==> src/logic/loader_params.svh <==
// ========================================
// Sizes and fixed addresses of the memory loader
// Included by the packages and RTL that need them
// ========================================
`ifndef LOADER_PARAMS_SVH
`define LOADER_PARAMS_SVH

// Memory address width in bits
`define LDR_ADDR_W 24

// First memory address of the tape image
`define LDR_TAP_BASE 'h200000

// Cycles from a read on the memory port to its data
`define LDR_RD_LAT 2

// Zero-page addresses walked by the BASIC pointer patch
`define LDR_ZP_SIZE 256

`endif

==> src/logic/mem_pkg.sv <==
// ========================================
// Memory port types shared by the slot arbiter and its clients
// ========================================
`include "loader_params.svh"

package mem_pkg;

	// One request on the shared memory port
	typedef struct packed {
		logic                   ce;
		logic                   we;
		logic [`LDR_ADDR_W-1:0] addr;
		logic [7:0]             data;
	} mem_req_t;

	// Client that owns the current memory slot
	typedef enum logic [1:0] {
		OWN_NONE   = 2'd0,
		OWN_LOADER = 2'd1,
		OWN_TAPE   = 2'd2
	} slot_owner_e;

endpackage

==> src/logic/load_pkg.sv <==
// ========================================
// Download stream types and loader states
// ========================================
`include "loader_params.svh"

package load_pkg;

	// One beat of the host download
	typedef struct packed {
		logic                   wr;
		logic [`LDR_ADDR_W-1:0] offset;
		logic [7:0]             data;
	} dl_beat_t;

	// Download index, anything else is ignored
	typedef enum logic [7:0] {
		KIND_PRG = 8'd4,
		KIND_TAP = 8'd6
	} file_kind_e;

	typedef enum logic [1:0] {
		LS_IDLE,
		LS_LOAD,
		LS_PATCH,
		LS_DONE
	} loader_state_e;

	// Tape length handed to the fetcher at the end of a TAP download
	typedef struct packed {
		logic                   load;
		logic [`LDR_ADDR_W-1:0] last;
	} tape_load_t;

endpackage

==> src/logic/image_loader.sv <==
// ========================================
// Writes PRG and TAP downloads to memory, then patches the BASIC
// pointers after a PRG and raises autostart
// ========================================
`timescale 1ns/1ps
`include "loader_params.svh"

module image_loader (
	input  logic                 clk_sys,
	input  logic                 reset_n,
	input  logic                 dl_active_i,
	input  load_pkg::file_kind_e dl_kind_i,
	input  load_pkg::dl_beat_t   dl_beat_i,
	output logic                 dl_wait_o,
	output mem_pkg::mem_req_t    wr_req_o,
	input  logic                 wr_grant_i,
	output load_pkg::tape_load_t tape_load_o,
	output logic                 autostart_o
);
	localparam int ADDR_W = `LDR_ADDR_W;
	localparam int ZP_W = $clog2(`LDR_ZP_SIZE) + 1;
	localparam logic [ADDR_W-1:0] TAP_BASE = `LDR_TAP_BASE;
	localparam logic [ZP_W-1:0] ZP_END = ZP_W'(`LDR_ZP_SIZE);

	load_pkg::loader_state_e state;
	load_pkg::file_kind_e    kind_q;
	logic [15:0]             prg_addr;
	logic [15:0]             end_addr;
	logic [ADDR_W-1:0]       last_off;
	logic [ZP_W-1:0]         zp_addr;
	logic [8:0]              zp_patch;
	logic                    beat_ok;

	// Bit 8 flags a pointer byte, bits 7:0 hold its value after a LOAD
	function automatic logic [8:0] patch_byte(input logic [7:0] addr, input logic [15:0] end_a);
		logic [8:0] res;
		case (addr)
			// Program text start, as after reset
			8'h2B: res = {1'b1, 8'h01};
			8'h2C: res = {1'b1, 8'h08};
			8'hAC, 8'hAD: res = {1'b1, 8'h00};
			// Variables, arrays, strings and load end all point past the program
			8'h2D, 8'h2F, 8'h31, 8'hAE: res = {1'b1, end_a[7:0]};
			8'h2E, 8'h30, 8'h32, 8'hAF: res = {1'b1, end_a[15:8]};
			default: res = 9'h000;
		endcase
		return res;
	endfunction

	assign zp_patch = patch_byte(zp_addr[7:0], end_addr);
	assign beat_ok = dl_active_i && dl_beat_i.wr &&
		(state == load_pkg::LS_IDLE || state == load_pkg::LS_LOAD);

	// Host stalls until the queued byte has its slot
	assign dl_wait_o = wr_req_o.ce;
	assign autostart_o = (state == load_pkg::LS_DONE);

	always_ff @(posedge clk_sys) begin
		if (!reset_n) begin
			state <= load_pkg::LS_IDLE;
			wr_req_o <= '0;
			tape_load_o.load <= 1'b0;
			zp_addr <= '0;
		end else begin
			tape_load_o.load <= 1'b0;
			if (wr_grant_i) begin
				wr_req_o.ce <= 1'b0;
				wr_req_o.we <= 1'b0;
			end

			// ========================================
			// Download sequencing
			// ========================================
			case (state)
				load_pkg::LS_IDLE: begin
					if (dl_active_i && (dl_kind_i == load_pkg::KIND_PRG ||
						dl_kind_i == load_pkg::KIND_TAP)) begin
						state <= load_pkg::LS_LOAD;
						kind_q <= dl_kind_i;
						last_off <= '0;
					end
				end
				load_pkg::LS_LOAD: begin
					// End of download once the last byte is written
					if (!dl_active_i && !wr_req_o.ce) begin
						if (kind_q == load_pkg::KIND_PRG) begin
							state <= load_pkg::LS_PATCH;
							zp_addr <= '0;
						end else begin
							// One extra byte for the cassette model's early empty check
							tape_load_o.load <= 1'b1;
							tape_load_o.last <= TAP_BASE + last_off + ADDR_W'(2);
							state <= load_pkg::LS_IDLE;
						end
					end
				end
				load_pkg::LS_PATCH: begin
					if (!wr_req_o.ce) begin
						if (zp_addr == ZP_END) begin
							state <= load_pkg::LS_DONE;
						end else begin
							zp_addr <= zp_addr + 1'b1;
							if (zp_patch[8]) begin
								wr_req_o.ce <= 1'b1;
								wr_req_o.we <= 1'b1;
								wr_req_o.addr <= ADDR_W'(zp_addr);
								wr_req_o.data <= zp_patch[7:0];
							end
						end
					end
				end
				default: state <= load_pkg::LS_IDLE;
			endcase

			// ========================================
			// Beat handling
			// ========================================
			if (beat_ok && dl_kind_i == load_pkg::KIND_PRG) begin
				// Two header bytes give the load address
				if (dl_beat_i.offset == '0) begin
					prg_addr[7:0] <= dl_beat_i.data;
					end_addr[7:0] <= dl_beat_i.data;
				end else if (dl_beat_i.offset == ADDR_W'(1)) begin
					prg_addr[15:8] <= dl_beat_i.data;
					end_addr[15:8] <= dl_beat_i.data;
				end else begin
					wr_req_o.ce <= 1'b1;
					wr_req_o.we <= 1'b1;
					wr_req_o.addr <= ADDR_W'(prg_addr);
					wr_req_o.data <= dl_beat_i.data;
					prg_addr <= prg_addr + 1'b1;
					end_addr <= end_addr + 1'b1;
				end
			end else if (beat_ok && dl_kind_i == load_pkg::KIND_TAP) begin
				wr_req_o.ce <= 1'b1;
				wr_req_o.we <= 1'b1;
				wr_req_o.addr <= TAP_BASE + dl_beat_i.offset;
				wr_req_o.data <= dl_beat_i.data;
				last_off <= dl_beat_i.offset;
			end
		end
	end

	// Host keeps its strobe off while the loader stalls it
	a_no_beat_on_wait: assert property (@(posedge clk_sys) disable iff (!reset_n)
		dl_wait_o |-> !dl_beat_i.wr);

endmodule

==> src/logic/tape_fetcher.sv <==
// ========================================
// Reads the stored tape image back one byte at a time
// Play is toggled by the button and started by a new tape
// ========================================
`timescale 1ns/1ps
`include "loader_params.svh"

module tape_fetcher (
	input  logic                 clk_sys,
	input  logic                 reset_n,
	input  load_pkg::tape_load_t tape_load_i,
	input  logic                 play_btn_i,
	output mem_pkg::mem_req_t    rd_req_o,
	input  logic                 rd_grant_i,
	input  logic [7:0]           rd_data_i,
	input  logic                 rd_valid_i,
	input  logic                 tape_ready_i,
	output logic [7:0]           tape_byte_o,
	output logic                 tape_valid_o,
	output logic                 tape_done_o
);
	localparam int ADDR_W = `LDR_ADDR_W;
	localparam logic [ADDR_W-1:0] TAP_BASE = `LDR_TAP_BASE;

	logic [ADDR_W-1:0] play_addr;
	logic [ADDR_W-1:0] last_addr;
	logic              playing;
	logic              have_tape;
	logic              btn_q;
	logic              rd_inflight;
	logic              loaded;

	assign loaded = (play_addr < last_addr);
	// Done only after the final byte came back from memory
	assign tape_done_o = have_tape && !loaded && !rd_inflight;

	always_ff @(posedge clk_sys) begin
		if (!reset_n) begin
			play_addr <= TAP_BASE;
			last_addr <= '0;
			playing <= 1'b0;
			have_tape <= 1'b0;
			btn_q <= 1'b0;
			rd_inflight <= 1'b0;
			rd_req_o <= '0;
			tape_valid_o <= 1'b0;
		end else begin
			btn_q <= play_btn_i;
			tape_valid_o <= rd_valid_i;
			if (rd_valid_i)
				rd_inflight <= 1'b0;
			if (rd_grant_i) begin
				rd_req_o.ce <= 1'b0;
				play_addr <= play_addr + 1'b1;
				rd_inflight <= 1'b1;
			end

			// A fresh tape rewinds and starts playing
			if (tape_load_i.load) begin
				play_addr <= TAP_BASE;
				last_addr <= tape_load_i.last;
				have_tape <= 1'b1;
				playing <= 1'b1;
			end else if (play_btn_i && !btn_q) begin
				playing <= !playing;
			end else if (playing && tape_done_o) begin
				playing <= 1'b0;
			end

			// One read at a time, held back by the downstream ready
			if (playing && loaded && tape_ready_i && !rd_req_o.ce && !rd_inflight) begin
				rd_req_o.ce <= 1'b1;
				rd_req_o.we <= 1'b0;
				rd_req_o.addr <= play_addr;
				rd_req_o.data <= 8'h00;
			end
		end
	end

	always_ff @(posedge clk_sys) begin
		if (rd_valid_i)
			tape_byte_o <= rd_data_i;
	end

	a_one_read: assert property (@(posedge clk_sys) disable iff (!reset_n)
		rd_inflight |-> !rd_req_o.ce);

endmodule

==> src/logic/mem_slot_arbiter.sv <==
// ========================================
// Hands free memory slots to the loader or the tape fetcher
// Writes win over reads and read data is flagged after the fixed latency
// ========================================
`timescale 1ns/1ps
`include "loader_params.svh"

module mem_slot_arbiter (
	input  logic              clk_sys,
	input  logic              reset_n,
	input  logic              mem_slot_i,
	input  mem_pkg::mem_req_t wr_req_i,
	input  mem_pkg::mem_req_t rd_req_i,
	output logic              wr_grant_o,
	output logic              rd_grant_o,
	output mem_pkg::mem_req_t mem_req_o,
	input  logic [7:0]        mem_rdata_i,
	output logic [7:0]        rd_data_o,
	output logic              rd_valid_o
);
	localparam int RD_LAT = `LDR_RD_LAT;

	mem_pkg::slot_owner_e owner_next;
	mem_pkg::slot_owner_e owner_q;
	// Tape reads in flight with one stage per cycle of latency
	logic [RD_LAT:1]      rd_pipe;

	always_comb begin
		owner_next = mem_pkg::OWN_NONE;
		if (mem_slot_i) begin
			if (wr_req_i.ce)
				owner_next = mem_pkg::OWN_LOADER;
			else if (rd_req_i.ce)
				owner_next = mem_pkg::OWN_TAPE;
		end
	end

	assign wr_grant_o = (owner_next == mem_pkg::OWN_LOADER);
	assign rd_grant_o = (owner_next == mem_pkg::OWN_TAPE);
	assign rd_data_o = mem_rdata_i;
	assign rd_valid_o = rd_pipe[RD_LAT];

	always_ff @(posedge clk_sys) begin
		if (!reset_n) begin
			owner_q <= mem_pkg::OWN_NONE;
			mem_req_o <= '0;
			rd_pipe <= '0;
		end else begin
			owner_q <= owner_next;
			// owner_q marks the cycle the request sits on the port
			rd_pipe[1] <= (owner_q == mem_pkg::OWN_TAPE);
			for (int i = 2; i <= RD_LAT; i++)
				rd_pipe[i] <= rd_pipe[i-1];
			case (owner_next)
				mem_pkg::OWN_LOADER: mem_req_o <= wr_req_i;
				mem_pkg::OWN_TAPE: mem_req_o <= rd_req_i;
				default: begin
					mem_req_o.ce <= 1'b0;
					mem_req_o.we <= 1'b0;
				end
			endcase
		end
	end

	a_grant_onehot: assert property (@(posedge clk_sys) disable iff (!reset_n)
		!(wr_grant_o && rd_grant_o));

endmodule

==> src/logic/loader_top.sv <==
// ========================================
// Memory loader top level, loader and tape fetcher on one port
// ========================================
`timescale 1ns/1ps

module loader_top (
	input  logic                 clk_sys,
	input  logic                 reset_n,
	input  logic                 dl_active_i,
	input  load_pkg::file_kind_e dl_kind_i,
	input  load_pkg::dl_beat_t   dl_beat_i,
	output logic                 dl_wait_o,
	output logic                 autostart_o,
	input  logic                 play_btn_i,
	input  logic                 tape_ready_i,
	output logic [7:0]           tape_byte_o,
	output logic                 tape_valid_o,
	output logic                 tape_done_o,
	input  logic                 mem_slot_i,
	output mem_pkg::mem_req_t    mem_req_o,
	input  logic [7:0]           mem_rdata_i
);
	mem_pkg::mem_req_t    wr_req;
	mem_pkg::mem_req_t    rd_req;
	logic                 wr_grant;
	logic                 rd_grant;
	logic [7:0]           rd_data;
	logic                 rd_valid;
	load_pkg::tape_load_t tape_load;

	image_loader u_loader (
		.clk_sys     (clk_sys),
		.reset_n     (reset_n),
		.dl_active_i (dl_active_i),
		.dl_kind_i   (dl_kind_i),
		.dl_beat_i   (dl_beat_i),
		.dl_wait_o   (dl_wait_o),
		.wr_req_o    (wr_req),
		.wr_grant_i  (wr_grant),
		.tape_load_o (tape_load),
		.autostart_o (autostart_o)
	);

	tape_fetcher u_fetcher (
		.clk_sys      (clk_sys),
		.reset_n      (reset_n),
		.tape_load_i  (tape_load),
		.play_btn_i   (play_btn_i),
		.rd_req_o     (rd_req),
		.rd_grant_i   (rd_grant),
		.rd_data_i    (rd_data),
		.rd_valid_i   (rd_valid),
		.tape_ready_i (tape_ready_i),
		.tape_byte_o  (tape_byte_o),
		.tape_valid_o (tape_valid_o),
		.tape_done_o  (tape_done_o)
	);

	mem_slot_arbiter u_arbiter (
		.clk_sys     (clk_sys),
		.reset_n     (reset_n),
		.mem_slot_i  (mem_slot_i),
		.wr_req_i    (wr_req),
		.rd_req_i    (rd_req),
		.wr_grant_o  (wr_grant),
		.rd_grant_o  (rd_grant),
		.mem_req_o   (mem_req_o),
		.mem_rdata_i (mem_rdata_i),
		.rd_data_o   (rd_data),
		.rd_valid_o  (rd_valid)
	);

endmodule

==> config.mk <==
export PLATFORM = sky130hd
export DESIGN_NAME = loader_top
export DESIGN_NICKNAME = d
export VERILOG_FILES = /design/src/logic/mem_pkg.sv /design/src/logic/load_pkg.sv /design/src/logic/image_loader.sv /design/src/logic/tape_fetcher.sv /design/src/logic/mem_slot_arbiter.sv /design/src/logic/loader_top.sv
export VERILOG_INCLUDE_DIRS = /design/src /design/src/logic
export SDC_FILE = /design/constraint.sdc
export NUM_CORES = 1
export LEC_CHECK = 0
export BUFFER_PORTS_ARGS = -buffer_cell sky130_fd_sc_hd__buf_4
export CORE_ASPECT_RATIO = 1.75
export CORE_MARGIN = 2
export CORE_UTILIZATION = 47
export DETAILED_ROUTE_END_ITERATION = 12
export PLACE_DENSITY = 0.72
export SLEW_MARGIN = 20
export SYNTH_ARGS = -nofsm -noshare
export SYNTH_HDL_FRONTEND = slang
export SYNTH_SLANG_ARGS = --single-unit
==> constraint.sdc <==
create_clock -name clk_sys -period 5.4 [get_ports clk_sys]
set_clock_uncertainty 0.05 [all_clocks]
set_input_delay 1.08 -clock clk_sys [delete_from_list [all_inputs] [get_ports clk_sys]]
set_output_delay 1.08 -clock clk_sys [all_outputs]
set_load 0.05 [all_outputs]
; ---- Word-level counts from Yosys, hierarchy flattened
; Index checks and enable logic that the tools add are counted.
[word_totals]
reg_bits = 258
in_bits = 55
output_inout_bits = 46
word_cells = 156
[classes]
addsub = 7
order_cmp = 1
n_eq_ne = 30
muxes = 44
n_bitwise = 3
n_reduce_logical = 41
[op_table]
columns = operator, n
row1 = $mux 34, 9
row2 = $mux 24, 4
row3 = $eq 8x6->1 const B, 8
row4 = $pmux 32 s2, 1
row5 = $add 22x24->24 const A, 2
row6 = $mux 8, 6
row7 = $pmux 9 s5, 1
row8 = $mux 9, 4
row9 = $add 16x1->16 const B, 2
row10 = $eq 8x8->1 const B, 4
row11 = $mux 25, 1
row12 = $add 24x1->24 const B, 1
row13 = $add 24x2->24 const B, 1
row14 = $eq 24x1->1 const B, 1
row15 = $eq 8x3->1 const B, 3
row16 = $logic_not 24->1, 1
row17 = $lt 24x24->1, 1
row18 = $mux 2, 9
row19 = $pmux 9 s2, 1
row20 = $logic_and 1x1->1, 14
row21 = $reduce_and 3->1, 4
row22 = $ne 2x2->1 const B, 5
row23 = $add 9x1->9 const B, 1
row24 = $eq 9x9->1 const B, 1
row25 = 16 further kinds, 41

; ---- Depth between registers and ports, before layout
; Gate-level depths: netlist of run 1.
[logic_depth]
word_depth = 12
mapped_depth = 10
ltp_nobuf = 8

; ---- Hierarchy
; A second synthesis of run 1 with hierarchy kept.
[hier_totals]
hier_cells = 1212
area_unflattened_um2 = 12794.8
[modules_own_cells]
columns = mod, instances, cells_each, area_each_um2, seq_area_each_um2
row1 = image_loader, 1, 619, 6716.4, 3563.4
row2 = tape_fetcher, 1, 421, 4028.9, 1801.7
row3 = mem_slot_arbiter, 1, 172, 2049.5, 760.7

; ---- Least setup slack after synthesis of run 1
; No wires, ideal clock.
[synth_path]
path_type = input port to flip-flop
start = input port reset_n
end = register u_loader.tape_load_o[0] (netlist name) (enable)
setup_ns = 0.475
arrival_ns = 4.000
t_required_ns = 4.875
setup_slack_ns = 0.876
stages = 3
n_path_buf = 1
cell_sequence = clkbuf_1 -> inv_2 -> nor4b_1
[synth_between]
elab_chain_len = 1
[synth_lines]
columns = element, line
row1 = from (decl), loader_top.sv:8  ; input logic reset_n,
row2 = $reduce_and 4->1 (no source line), --
row3 = to (decl), image_loader.sv:17  ; output load_pkg::tape_load_t tape_load_o,
; No other way between the ends.
; A chain may end at the register's enable or synchronous reset.

; ---- Final worst setup path of run 1
[layout_path]
start = register u_fetcher.play_addr[19]
end = output port tape_done_o
[layout_between]
elab_chain_len = 4
[layout_lines]
columns = element, line
row1 = from (decl), tape_fetcher.sv:25  ; logic [ADDR_W-1:0] play_addr;
row2 = from (signal assigned), tape_fetcher.sv:54  ; play_addr <= play_addr + 1'b1;
row3 = $lt 24x24->1, tape_fetcher.sv:33  ; assign loaded = (play_addr < last_addr);
row4 = $logic_not 1->1, tape_fetcher.sv:35  ; assign tape_done_o = have_tape && !loaded && !rd_inflight;
row5 = $logic_and 1x1->1 (2 in series), tape_fetcher.sv:35
row6 = to (decl), loader_top.sv:18  ; output logic tape_done_o,
; No other way between the ends.

==> results.yml, run 1 <==
global_route:
  grt_pass1_vias: 9091
  track_usage_pct: 22.63
  overflow: 0
  grt_max_degree: 51
  grt_pass1_wl_um: 48750
  antenna_found_initial: 0
power_and_ir_drop:
  internal_power_mw: 3.012
  combPwrFrac_pct: 4.5
  clkPwrFrac_pct: 42.2
  power_frac_seq_pct: 53.3
  power_density_nw_per_um2: 280.5
  swShare_pct: 21.88
  leakagePower_nw: 4.912
  peakVddDrop_v: 0.0002765
  p_total_mw: 3.856
  power.switching_uw: 843.6
logic_synthesis:
  synth.cell_area_um2: 12060
  synth_flop_cell: "dfxtp_1"
  synth_most_common_cell: "dfxtp_1"
  synth_top_area_cell: "dfxtp_1"
  yosysSeqAreaShare_pct: 50.80
  yosysTopAreaCellShare_pct: 26.89
  syn_inst: 1198
  ys_async_sr_fraction_pct: 0
  ys_ff_latch: 258
  ys_types: 63
  syn_avg_cell_area_um2: 10.07
  synth_edf_count: 96
  syn_nets: 1289
  yosys-top-cells-count: "162 x dfxtp_1, 112 x nand2_1, 107 x nor2_1, 96 x edfxtp_1, 77 x mux2i_1"
  synth_warnings: 0
  synth_area_leaders: "dfxtp_1 27%, edfxtp_1 24%, mux2i_1 6.4%"
run:
  maxCapViolations: 0
die:
  die-area_um2: 27010
  io_pins: 101
  num_rows: 77
  start_util_pct: 47.77
  dieWidth_um: 125.1
  fp.dieH_um: 215.9
  core_area_um2: 25240
route:
  avgRoutedWirePerCell_um: 19.61
  drt_iter0_markers: 672
  dr.pass1.iters: 6
  vias: 9178
  antenna_left: 0
  routed_wl_um: 31400
  drcViolationCount: 0
  viasPerCell: 5.733
cts:
  clk_pin_slew_ns: 0.06
  cts-root-buf: "clkbuf_16"
  h-tree-depth: 1
  clock_sinks: 258
  hold_buffers: 0
  cts_setup_buffers: 0
  clk_latency_ns: 0.54
  cts_buffers: 24
  cts_resized: 0
  clk_path_buf_depth: 3
  cts_tree: "built"
timing:
  tns_ns: 0
  setup_viol: 0
  rsz0062_at_grt: "false"
  holdWs_ns: 0.3541
  hold_viol: 0
  finalMaxSlewViolations: 0
  slew_headroom_pct: 29.72
  fmax_mhz: 263.1
  tightest_slew_ns: 1.054
  fin_crit_ns: 3.801
  min_period_over_period_pct: 70.40
layout:
  final_layout_size_suffix_gt1_share_pct: 12.68
  postLayoutCellArea_um2: 13740
  area_growth_pct: 13.98
  diodes: 0
  fin_util_pct: 54.45
  fin_nets: 1360
status:
  status: "finished clean"
place:
  gp_congestion: 0.9429
  dp_hpwl_um: 23590
  place_area_um2: 13000
  portBuffers: 100
worst_setup_path:
  rrSetupSlack_ns: 2.45
  critPathCapture: "tape_done_o"
  crit_path_end_kind: "output port"
  r2r_start: "u_loader.dl_wait_o"
  rr_worst_depth: 5
  crit_type: "reg2out"
  required_ns: 4.27
  worst-path-max-fanout: 6
  cp-start-kind: "flop"
  r2r_end: "u_arbiter.mem_req_o[10]"
  crit_arrival_ns: 2.67
  startpoint: "u_fetcher.play_addr[19]"
min_path:
  min_path_type: "reg2reg"
[through the flow]
step,setup WS [ns],cells
2_1_floorplan,0.8759,1198
3_3_place_gp,1.826,1559
3_5_place_dp,1.769,1559
4_1_cts,1.582,1601
5_1_grt,1.400,1601
6_report,1.599,1601
[worst max-delay path: stages (launching register included)]
cell and delay [ns]:
dfxtp_1 0.38, ha_1 0.33, and4_1 0.25, nand4_1 0.14
nor4_1 0.31, a211oi_1 0.18, nor3b_1 0.29, buf_4 0.25
[power groups by stage]
stage,sequential (mW),combinational (mW),clock [mW]
finish,2.05,0.175,1.63
global route,2.05,0.188,1.72
CTS,2.05,0.174,1.66
detailed placement,2.10,0.173,0
global placement,2.10,0.171,0
floorplan,2.09,0.0922,0
[kinds of logic (layout without fill, tap and decap cells)]
family / Yosys count / after routing / share of synthesized area, %
and+or+nand+nor: 420 / 420 / 17.63
adders and majority gates: 36 / 36 / 3.735
buffers and inverters: 106 / 193 / 3.901
muxes: 77 / 77 / 6.391
DFF: 258 / 258 / 50.80
xor gates and xnor gates: 73 / 73 / 5.302
AOI/OAI and AO/OA: 228 / 228 / 12.24
[placed cells by master (no fill, tap or decap), types with 5 or more instances in the layout]
cell / netlist / final
clkbuf_1: 42 / 7
and2_1: 8 / 8
nor3_1: 14 / 13
inv_1: 37 / 37
mux2i_1: 77 / 77
a22o_1: 32 / 32
nand3_1: 34 / 34
a21oi_1: 74 / 74
nand2_1: 112 / 112
nor4_1: 10 / 10
o21a_1: 7 / 7
a21o_1: 6 / 6
and3_1: 16 / 16
dfxtp_1: 162 / 162
nor3b_1: 18 / 18
nor2_1: 107 / 107
and4_1: 8 / 8
clkbuf_16: 0 / 24
buf_4: 1 / 113
o22ai_1: 15 / 15
nand2b_1: 28 / 28
ha_1: 36 / 36
edfxtp_1: 96 / 96
o21ai_0: 37 / 37
o311ai_1: 8 / 8
a31oi_1: 9 / 9
nor4b_1: 6 / 5
or2_2: 6 / 6
xor2_1: 36 / 36
nand4_1: 33 / 33
a22oi_1: 11 / 11
a32oi_1: 8 / 8
xnor2_1: 37 / 37
[flip-flops by register name (all words and copies together) (netlist names), 2 cells and up]
signal / cells
u_fetcher.tape_byte_o: 8
u_loader.kind_q: 8
u_loader.zp_addr: 9
u_loader.end_addr: 16
u_arbiter.mem_req_o: 34
u_loader.last_off: 24
u_fetcher.play_addr: 24
u_loader.prg_addr: 16
u_loader.wr_req_o: 33
u_fetcher.rd_req_o: 25
u_loader.state: 2
u_arbiter.owner_q: 2
u_fetcher.last_addr: 24
u_loader.tape_load_o: 25
u_arbiter.rd_pipe: 2
[area by class of cell]
type	instances	area, µm²
fillers	2232	11500
flip-flops and latches	258	6126
multi-input cells	834	5488
repair buffers	113	848.3
clock buffers	34	668.1
well taps	316	395.4
inverters	38	142.6
clock inverters	8	76.32
[layer usage]
metal  up-vias  GRT usage (%)  part of all wire (%)
li1       4456              -                     -
met1      4362          23.67                    36
met2       272          43.28                    54
met3        88          2.529                   4.1
met4         0          12.59                   5.9
met5         -              0                     0
[worst min path at each step]
| stage | start | endpoint | slack, ns | cells after the start |
|---|---|---|---|---|
| after global placement | u_arbiter.owner_q[0] | u_arbiter.rd_pipe[1] | 0.34 | 1 |
| after detailed placement | u_arbiter.owner_q[0] | u_arbiter.rd_pipe[1] | 0.34 | 1 |
| after floorplan | u_arbiter.owner_q[0] | u_arbiter.rd_pipe[1] | 0.32 | 1 |
| after global routing | u_arbiter.owner_q[0] | u_arbiter.rd_pipe[1] | 0.37 | 1 |
| final | u_arbiter.owner_q[0] | u_arbiter.rd_pipe[1] | 0.35 | 1 |
| after CTS | u_arbiter.owner_q[0] | u_arbiter.rd_pipe[1] | 0.35 | 1 |
No activity file was read; power rests on OpenSTA's default activity.
==> run 2, diff against run 1 <==
--- a/config.mk
+++ b/config.mk
@@ -6,12 +6,13 @@
 export SDC_FILE = /design/constraint.sdc
 export NUM_CORES = 1
 export LEC_CHECK = 0
+export ABC_AREA = 1
 export BUFFER_PORTS_ARGS = -buffer_cell sky130_fd_sc_hd__buf_4
 export CORE_ASPECT_RATIO = 1.75
 export CORE_MARGIN = 2
 export CORE_UTILIZATION = 47
 export DETAILED_ROUTE_END_ITERATION = 12
-export PLACE_DENSITY = 0.72
+export PLACE_DENSITY = 0.74
 export SLEW_MARGIN = 20
 export SYNTH_ARGS = -nofsm -noshare
 export SYNTH_HDL_FRONTEND = slang
==> constraint.sdc (replaced) <==
create_clock -name clk_sys -period 3.25 [get_ports clk_sys]
set_clock_uncertainty 0.05 [all_clocks]
set_input_delay 0.65 -clock clk_sys [delete_from_list [all_inputs] [get_ports clk_sys]]
set_output_delay 0.65 -clock clk_sys [all_outputs]
set_load 0.05 [all_outputs]
==> run 2 against run 1 <==
Compared with the run above:
- final area rose by 7.1%
- sequential share of layout area down 2.9 points
- via count up 23%
- clock power up 76%
- critical path type unchanged
==> results.yml, run 2 <==
status:
  status: "finished clean"
die:
  dieWidth_um: 128.8
  core_area_um2: 27030
  start_util_pct: 47.40
  num_rows: 80
  fp.dieH_um: 222.4
  io_pins: 101
  die-area_um2: 28640
layout:
  largest_register_ffs: 34
  top_regs: "u_arbiter.mem_req_o: 34 flops, u_loader.wr_req_o: 33 flops"
  area_growth_pct: 14.87
  fillerInstances: 2521
  fin_nets: 1777
  final_layout_size_suffix_gt1_share_pct: 14.51
  fin_util_pct: 54.44
  seqCellArea_um2: 6127
  final_common_cell: "nand2_1"
  multiInputGateArea_um2: 5667
  top_register: "u_arbiter.mem_req_o"
  layoutNonFillerInstCount: 2030
  mostFrequentLayoutCells: "368 x nand2_1, 196 x inv_1, 161 x dfxtp_1"
  diodes: 0
worst_setup_path:
  crit_arrival_ns: 2.38
  required_ns: 2.55
  crit_type: "reg2out"
  r2r_start: "u_loader.kind_q[3]"
  crit_path_end_kind: "output port"
  slowest_delay_ns: 0.41
  cp-start-kind: "flop"
  r2r_end: "u_loader.zp_addr[5]"
  worst-path-max-fanout: 17
  cpMostUsedCell: "nand2_1"
  rr_worst_depth: 8
  rrSetupSlack_ns: 0.48
  crit_chain: "ha_1 -> nand2_1 -> nor2_1 -> nand2_1 -> nor2_1 -> nand2_1 -> buf_4 -> nand2_1 -> nand2_1 -> inv_1 -> buf_4"
  cp_slowest_cell: "dfxtp_1"
place:
  portBuffers: 100
  dp.cells: 1988
  gp_congestion: 0.9968
  dp_hpwl_um: 29030
timing:
  fin_crit_ns: 3.082
  setup_viol: 0
  rsz0062_at_grt: "false"
  fmax_mhz: 324.4
  tightest_slew_ns: 0.8929
  hold_viol: 0
  tns_ns: 0
  slew_headroom_pct: 39.84
  finalMaxSlewViolations: 0
  holdWs_ns: 0.2453
  min_period_over_period_pct: 94.84
logic_synthesis:
  ys_async_sr_fraction_pct: 0
  yosysSeqAreaShare_pct: 47.82
  yosys-top-cells-count: "368 x nand2_1, 197 x inv_1, 162 x dfxtp_1, 136 x nor2_1, 112 x nand3_1"
  syn_nets: 1681
  ys_types: 47
  syn_avg_cell_area_um2: 8.056
  syn_inst: 1590
  synth_warnings: 0
  synth_area_leaders: "dfxtp_1 25%, edfxtp_1 23%, nand2_1 11%"
  synth_flop_cell: "dfxtp_1"
  synth_edf_count: 96
  synth_most_common_cell: "nand2_1"
  yosysTopAreaCellShare_pct: 25.32
  synth.cell_area_um2: 12810
  ys_ff_latch: 258
  synth_top_area_cell: "dfxtp_1"
power_and_ir_drop:
  peakVddDrop_v: 0.0004211
  leakagePower_nw: 6.103
  power_density_nw_per_um2: 450.1
cts:
  cts_setup_buffers: 0
  cts_resized: 0
  cts-root-buf: "clkbuf_16"
  cts_tree: "built"
  clk_path_buf_depth: 3
  clock_sinks: 258
  clk_latency_ns: 0.53
  hold_buffers: 0
  clk_pin_slew_ns: 0.07
  h-tree-depth: 1
  cts_buffers: 24
route:
  drcViolationCount: 0
  avgRoutedWirePerCell_um: 18.61
  routed_wl_um: 37780
  vias: 11300
  drt_iter0_markers: 817
  viasPerCell: 5.564
  dr.pass1.iters: 5
  antenna_left: 0
min_path:
  min_to: "u_fetcher.tape_byte_o[7]"
  min_from: "mem_rdata_i[7]"
  min_path_cells: 1
  min_path_type: "in2reg"
global_route:
  grt_pass1_vias: 11190
  track_usage_pct: 26.48
  grt_pass1_wl_um: 58450
  antenna_found_initial: 0
  overflow: 0
  grt_max_degree: 68
run:
  maxCapViolations: 0
-- run 2: cell families after synthesis --
logic type | synth area share, %
xor+xnor | 3.077
flops | 47.82
fa+ha+maj | 3.516
simple gates | 26.83
compound gates | 10.66
buf+inv | 8.097
-- run 2: how the worst max path moves through the flow --
stage	end	slack [ns]	start
floorplan	u_loader.tape_load_o[0]	0.30	reset_n
global route	tape_done_o	0.009	u_fetcher.play_addr[19]
CTS	tape_done_o	0.16	u_fetcher.play_addr[19]
finish	tape_done_o	0.17	u_fetcher.play_addr[19]
global placement	u_loader.end_addr[6]	0.43	dl_kind_i[0]
detailed placement	u_loader.end_addr[7]	0.35	dl_kind_i[0]
-- run 2: worst max-delay path: cells and delay by family, from the launching register on --
family	cells	cell delay, ns
DFF	1	0.41
and+or+nand+nor	7	0.68
buffers and inverters	3	0.42
adders and majority gates	1	0.34
-- run 2: where the power goes --
part | total [mW] | switching, mW | leakage [nW] | internal [mW]
Clock | 2.87 | 1.22 | 0.396 | 1.64
Combinational | 0.337 | 0.220 | 3.52 | 0.117
Sequential | 3.42 | 0.0314 | 2.19 | 3.39
-- run 2: cell type report --
class | instances | area share [%]
Clock buffer | 36 | 5.017
Clock inverter | 6 | 0.3741
Inverter | 204 | 5.238
Multi-Input combinational cell | 1072 | 38.51
Sequential cell | 258 | 41.64
Tap cell | 328 | 2.789
Timing Repair Buffer | 126 | 6.429
-- run 2: routing by layer --
metal  vias up  GRT usage, %  share of wire (%)
li1       5453             -                  -
met1      5298         24.82                 33
met2       386         50.20                 54
met3       158         3.010                4.0
met4         0         20.86                9.2
met5         -             0                  0
-- run 2: metrics by stage --
stage / instance area [µm²] / power (mW) / setup WS (ns)
after floorplan: 12820 / 3.666 / 0.2989
after CTS: 14710 / 6.639 / 0.1602
final: 14710 / 6.623 / 0.1677
after global placement: 13920 / 3.809 / 0.4301
after global routing: 14710 / 6.798 / 0.009300
after detailed placement: 13920 / 3.821 / 0.3506
==> run 3, diff against run 2 <==
--- a/config.mk
+++ b/config.mk
@@ -11,6 +11,7 @@
 export CORE_ASPECT_RATIO = 1.75
 export CORE_MARGIN = 2
 export CORE_UTILIZATION = 47
+export CTS_BUF_LIST = sky130_fd_sc_hd__clkbuf_16
 export DETAILED_ROUTE_END_ITERATION = 12
 export PLACE_DENSITY = 0.74
 export SLEW_MARGIN = 20
==> run 3 against run 2 <==
Compared with the run above:
- first-iteration DRC count up 4.4%
- die area unchanged
- sequential share of layout area up 0.14 points
- wire length down 0.22%
- clock-buffer cell count down 10
- sequential cell count unchanged
- power down 2.1%
==> results.yml, run 3 (same netlist as run 2, synthesis figures left out) <==
status:
  status: "finished clean"
die:
  start_util_pct: 47.40
  fp.dieH_um: 222.4
  core_area_um2: 27030
  num_rows: 80
  io_pins: 101
  die-area_um2: 28640
  dieWidth_um: 128.8
worst_setup_path:
  crit_chain: "ha_1 -> nand2_1 -> nor2_1 -> nand2_1 -> nor2_1 -> nand2_1 -> buf_4 -> nand2_1 -> nand2_1 -> inv_1 -> buf_4"
  r2r_start: "u_loader.kind_q[3]"
  cp-start-kind: "flop"
  worst-path-max-fanout: 17
  rrSetupSlack_ns: 0.47
  slowest_delay_ns: 0.41
  cp_top_family: "simple AND/OR/NAND/NOR gates"
  required_ns: 2.55
  rr_worst_depth: 8
  cp_slowest_cell: "dfxtp_1"
  r2r_end: "u_loader.zp_addr[5]"
  crit_path_end_kind: "output port"
  crit_type: "reg2out"
  cp_num_cells: 11
  cpMostUsedCell: "nand2_1"
  crit_buf_inv: 3
  crit_arrival_ns: 2.38
route:
  routed_wl_um: 37690
  antenna_left: 0
  vias: 11320
  viasPerCell: 5.578
  drcViolationCount: 0
  drt_iter0_markers: 853
  avgRoutedWirePerCell_um: 18.57
  dr.pass1.iters: 7
min_path:
  min_path_cells: 1
  min_to: "u_fetcher.tape_byte_o[7]"
  min_path_type: "in2reg"
  min_from: "mem_rdata_i[7]"
power_and_ir_drop:
  power_density_nw_per_um2: 442.0
  p_total_mw: 6.482
  leakagePower_nw: 6.098
  clkPwrFrac_pct: 42.1
  power.switching_mw: 1.467
  swShare_pct: 22.63
  peakVddDrop_v: 0.0004207
  combPwrFrac_pct: 5.2
  power_frac_seq_pct: 52.7
  internal_power_mw: 5.015
layout:
  area_growth_pct: 14.48
  final_common_cell: "nand2_1"
  fin_nets: 1777
  top_register: "u_arbiter.mem_req_o"
  mostFrequentLayoutCells: "368 x nand2_1, 201 x inv_1, 161 x dfxtp_1"
  largest_register_ffs: 34
  final_layout_size_suffix_gt1_share_pct: 14.28
  top_regs: "u_arbiter.mem_req_o: 34 flops, u_loader.wr_req_o: 33 flops"
  fillerInstances: 2530
  diodes: 0
cts:
  clock_sinks: 258
  cts-root-buf: "clkbuf_16"
  clk_path_buf_depth: 3
  cts_resized: 0
  cts_tree: "built"
  hold_buffers: 0
  cts_setup_buffers: 0
  clk_pin_slew_ns: 0.06
  clk_latency_ns: 0.53
  cts_buffers: 24
  h-tree-depth: 1
global_route:
  grt_pass1_vias: 11160
  grt_pass1_wl_um: 58420
  grt_max_degree: 68
  antenna_found_initial: 0
  track_usage_pct: 26.45
  overflow: 0
timing:
  rsz0062_at_grt: "false"
  finalMaxSlewViolations: 0
  tns_ns: 0
  hold_viol: 0
  setup_viol: 0
  fin_crit_ns: 3.082
  min_period_over_period_pct: 94.83
  slew_headroom_pct: 39.54
  tightest_slew_ns: 0.8974
  fmax_mhz: 324.5
  setup_slack_ns: 0.1681
place:
  gp_congestion: 0.9968
  dp_hpwl_um: 29030
  portBuffers: 100
  dp_slack_ns: 0.3506
run:
  maxCapViolations: 0
## run 3: how the worst max path moves through the flow
stage                     slack (ns)               startpoint                 endpoint
after CTS                       0.16  u_fetcher.play_addr[19]              tape_done_o
final                           0.17  u_fetcher.play_addr[19]              tape_done_o
after global placement          0.43             dl_kind_i[0]     u_loader.end_addr[6]
after detailed placement        0.35             dl_kind_i[0]     u_loader.end_addr[7]
after global routing           0.009  u_fetcher.play_addr[19]              tape_done_o
after floorplan                 0.30                  reset_n  u_loader.tape_load_o[0]
## run 3: through the flow
step           util [%]  cells  hold slack [ns]  instance area, µm²
3_3_place_gp      51.50   1988           0.3299               13920
3_5_place_dp      51.50   1988           0.3301               13920
2_1_floorplan         -   1590           0.3169               12820
5_1_grt           54.26   2030           0.2276               14660
4_1_cts           54.25   2030           0.2297               14660
6_report          54.26   2030           0.2443               14660
## run 3: power groups by stage
stage	logic [mW]	clock network, mW	registers, mW
finish	0.336	2.73	3.42
global route	0.369	2.88	3.42
CTS	0.333	2.76	3.42
detailed placement	0.331	0	3.49
global placement	0.322	0	3.49
floorplan	0.186	0	3.48
## run 3: layer usage
metal	vias to the layer above	wire, µm	track usage, %
met1	5309	12230	24.91
met2	406	20260	50.15
met3	156	1744	3.010
li1	5452	-	-
met5	-	0	0
met4	0	3459	20.58
## run 3: cell type report
| cell class | instances | area [µm²] | area share, % |
|---|---|---|---|
| Multi-Input combinational cell | 1072 | 5667 | 38.64 |
| Clock buffer | 26 | 650.6 | 4.437 |
| Sequential cell | 258 | 6127 | 41.78 |
| Inverter | 204 | 770.7 | 5.256 |
| Tap cell | 328 | 410.4 | 2.799 |
| Clock inverter | 16 | 92.59 | 0.6314 |
| Timing Repair Buffer | 126 | 945.9 | 6.450 |
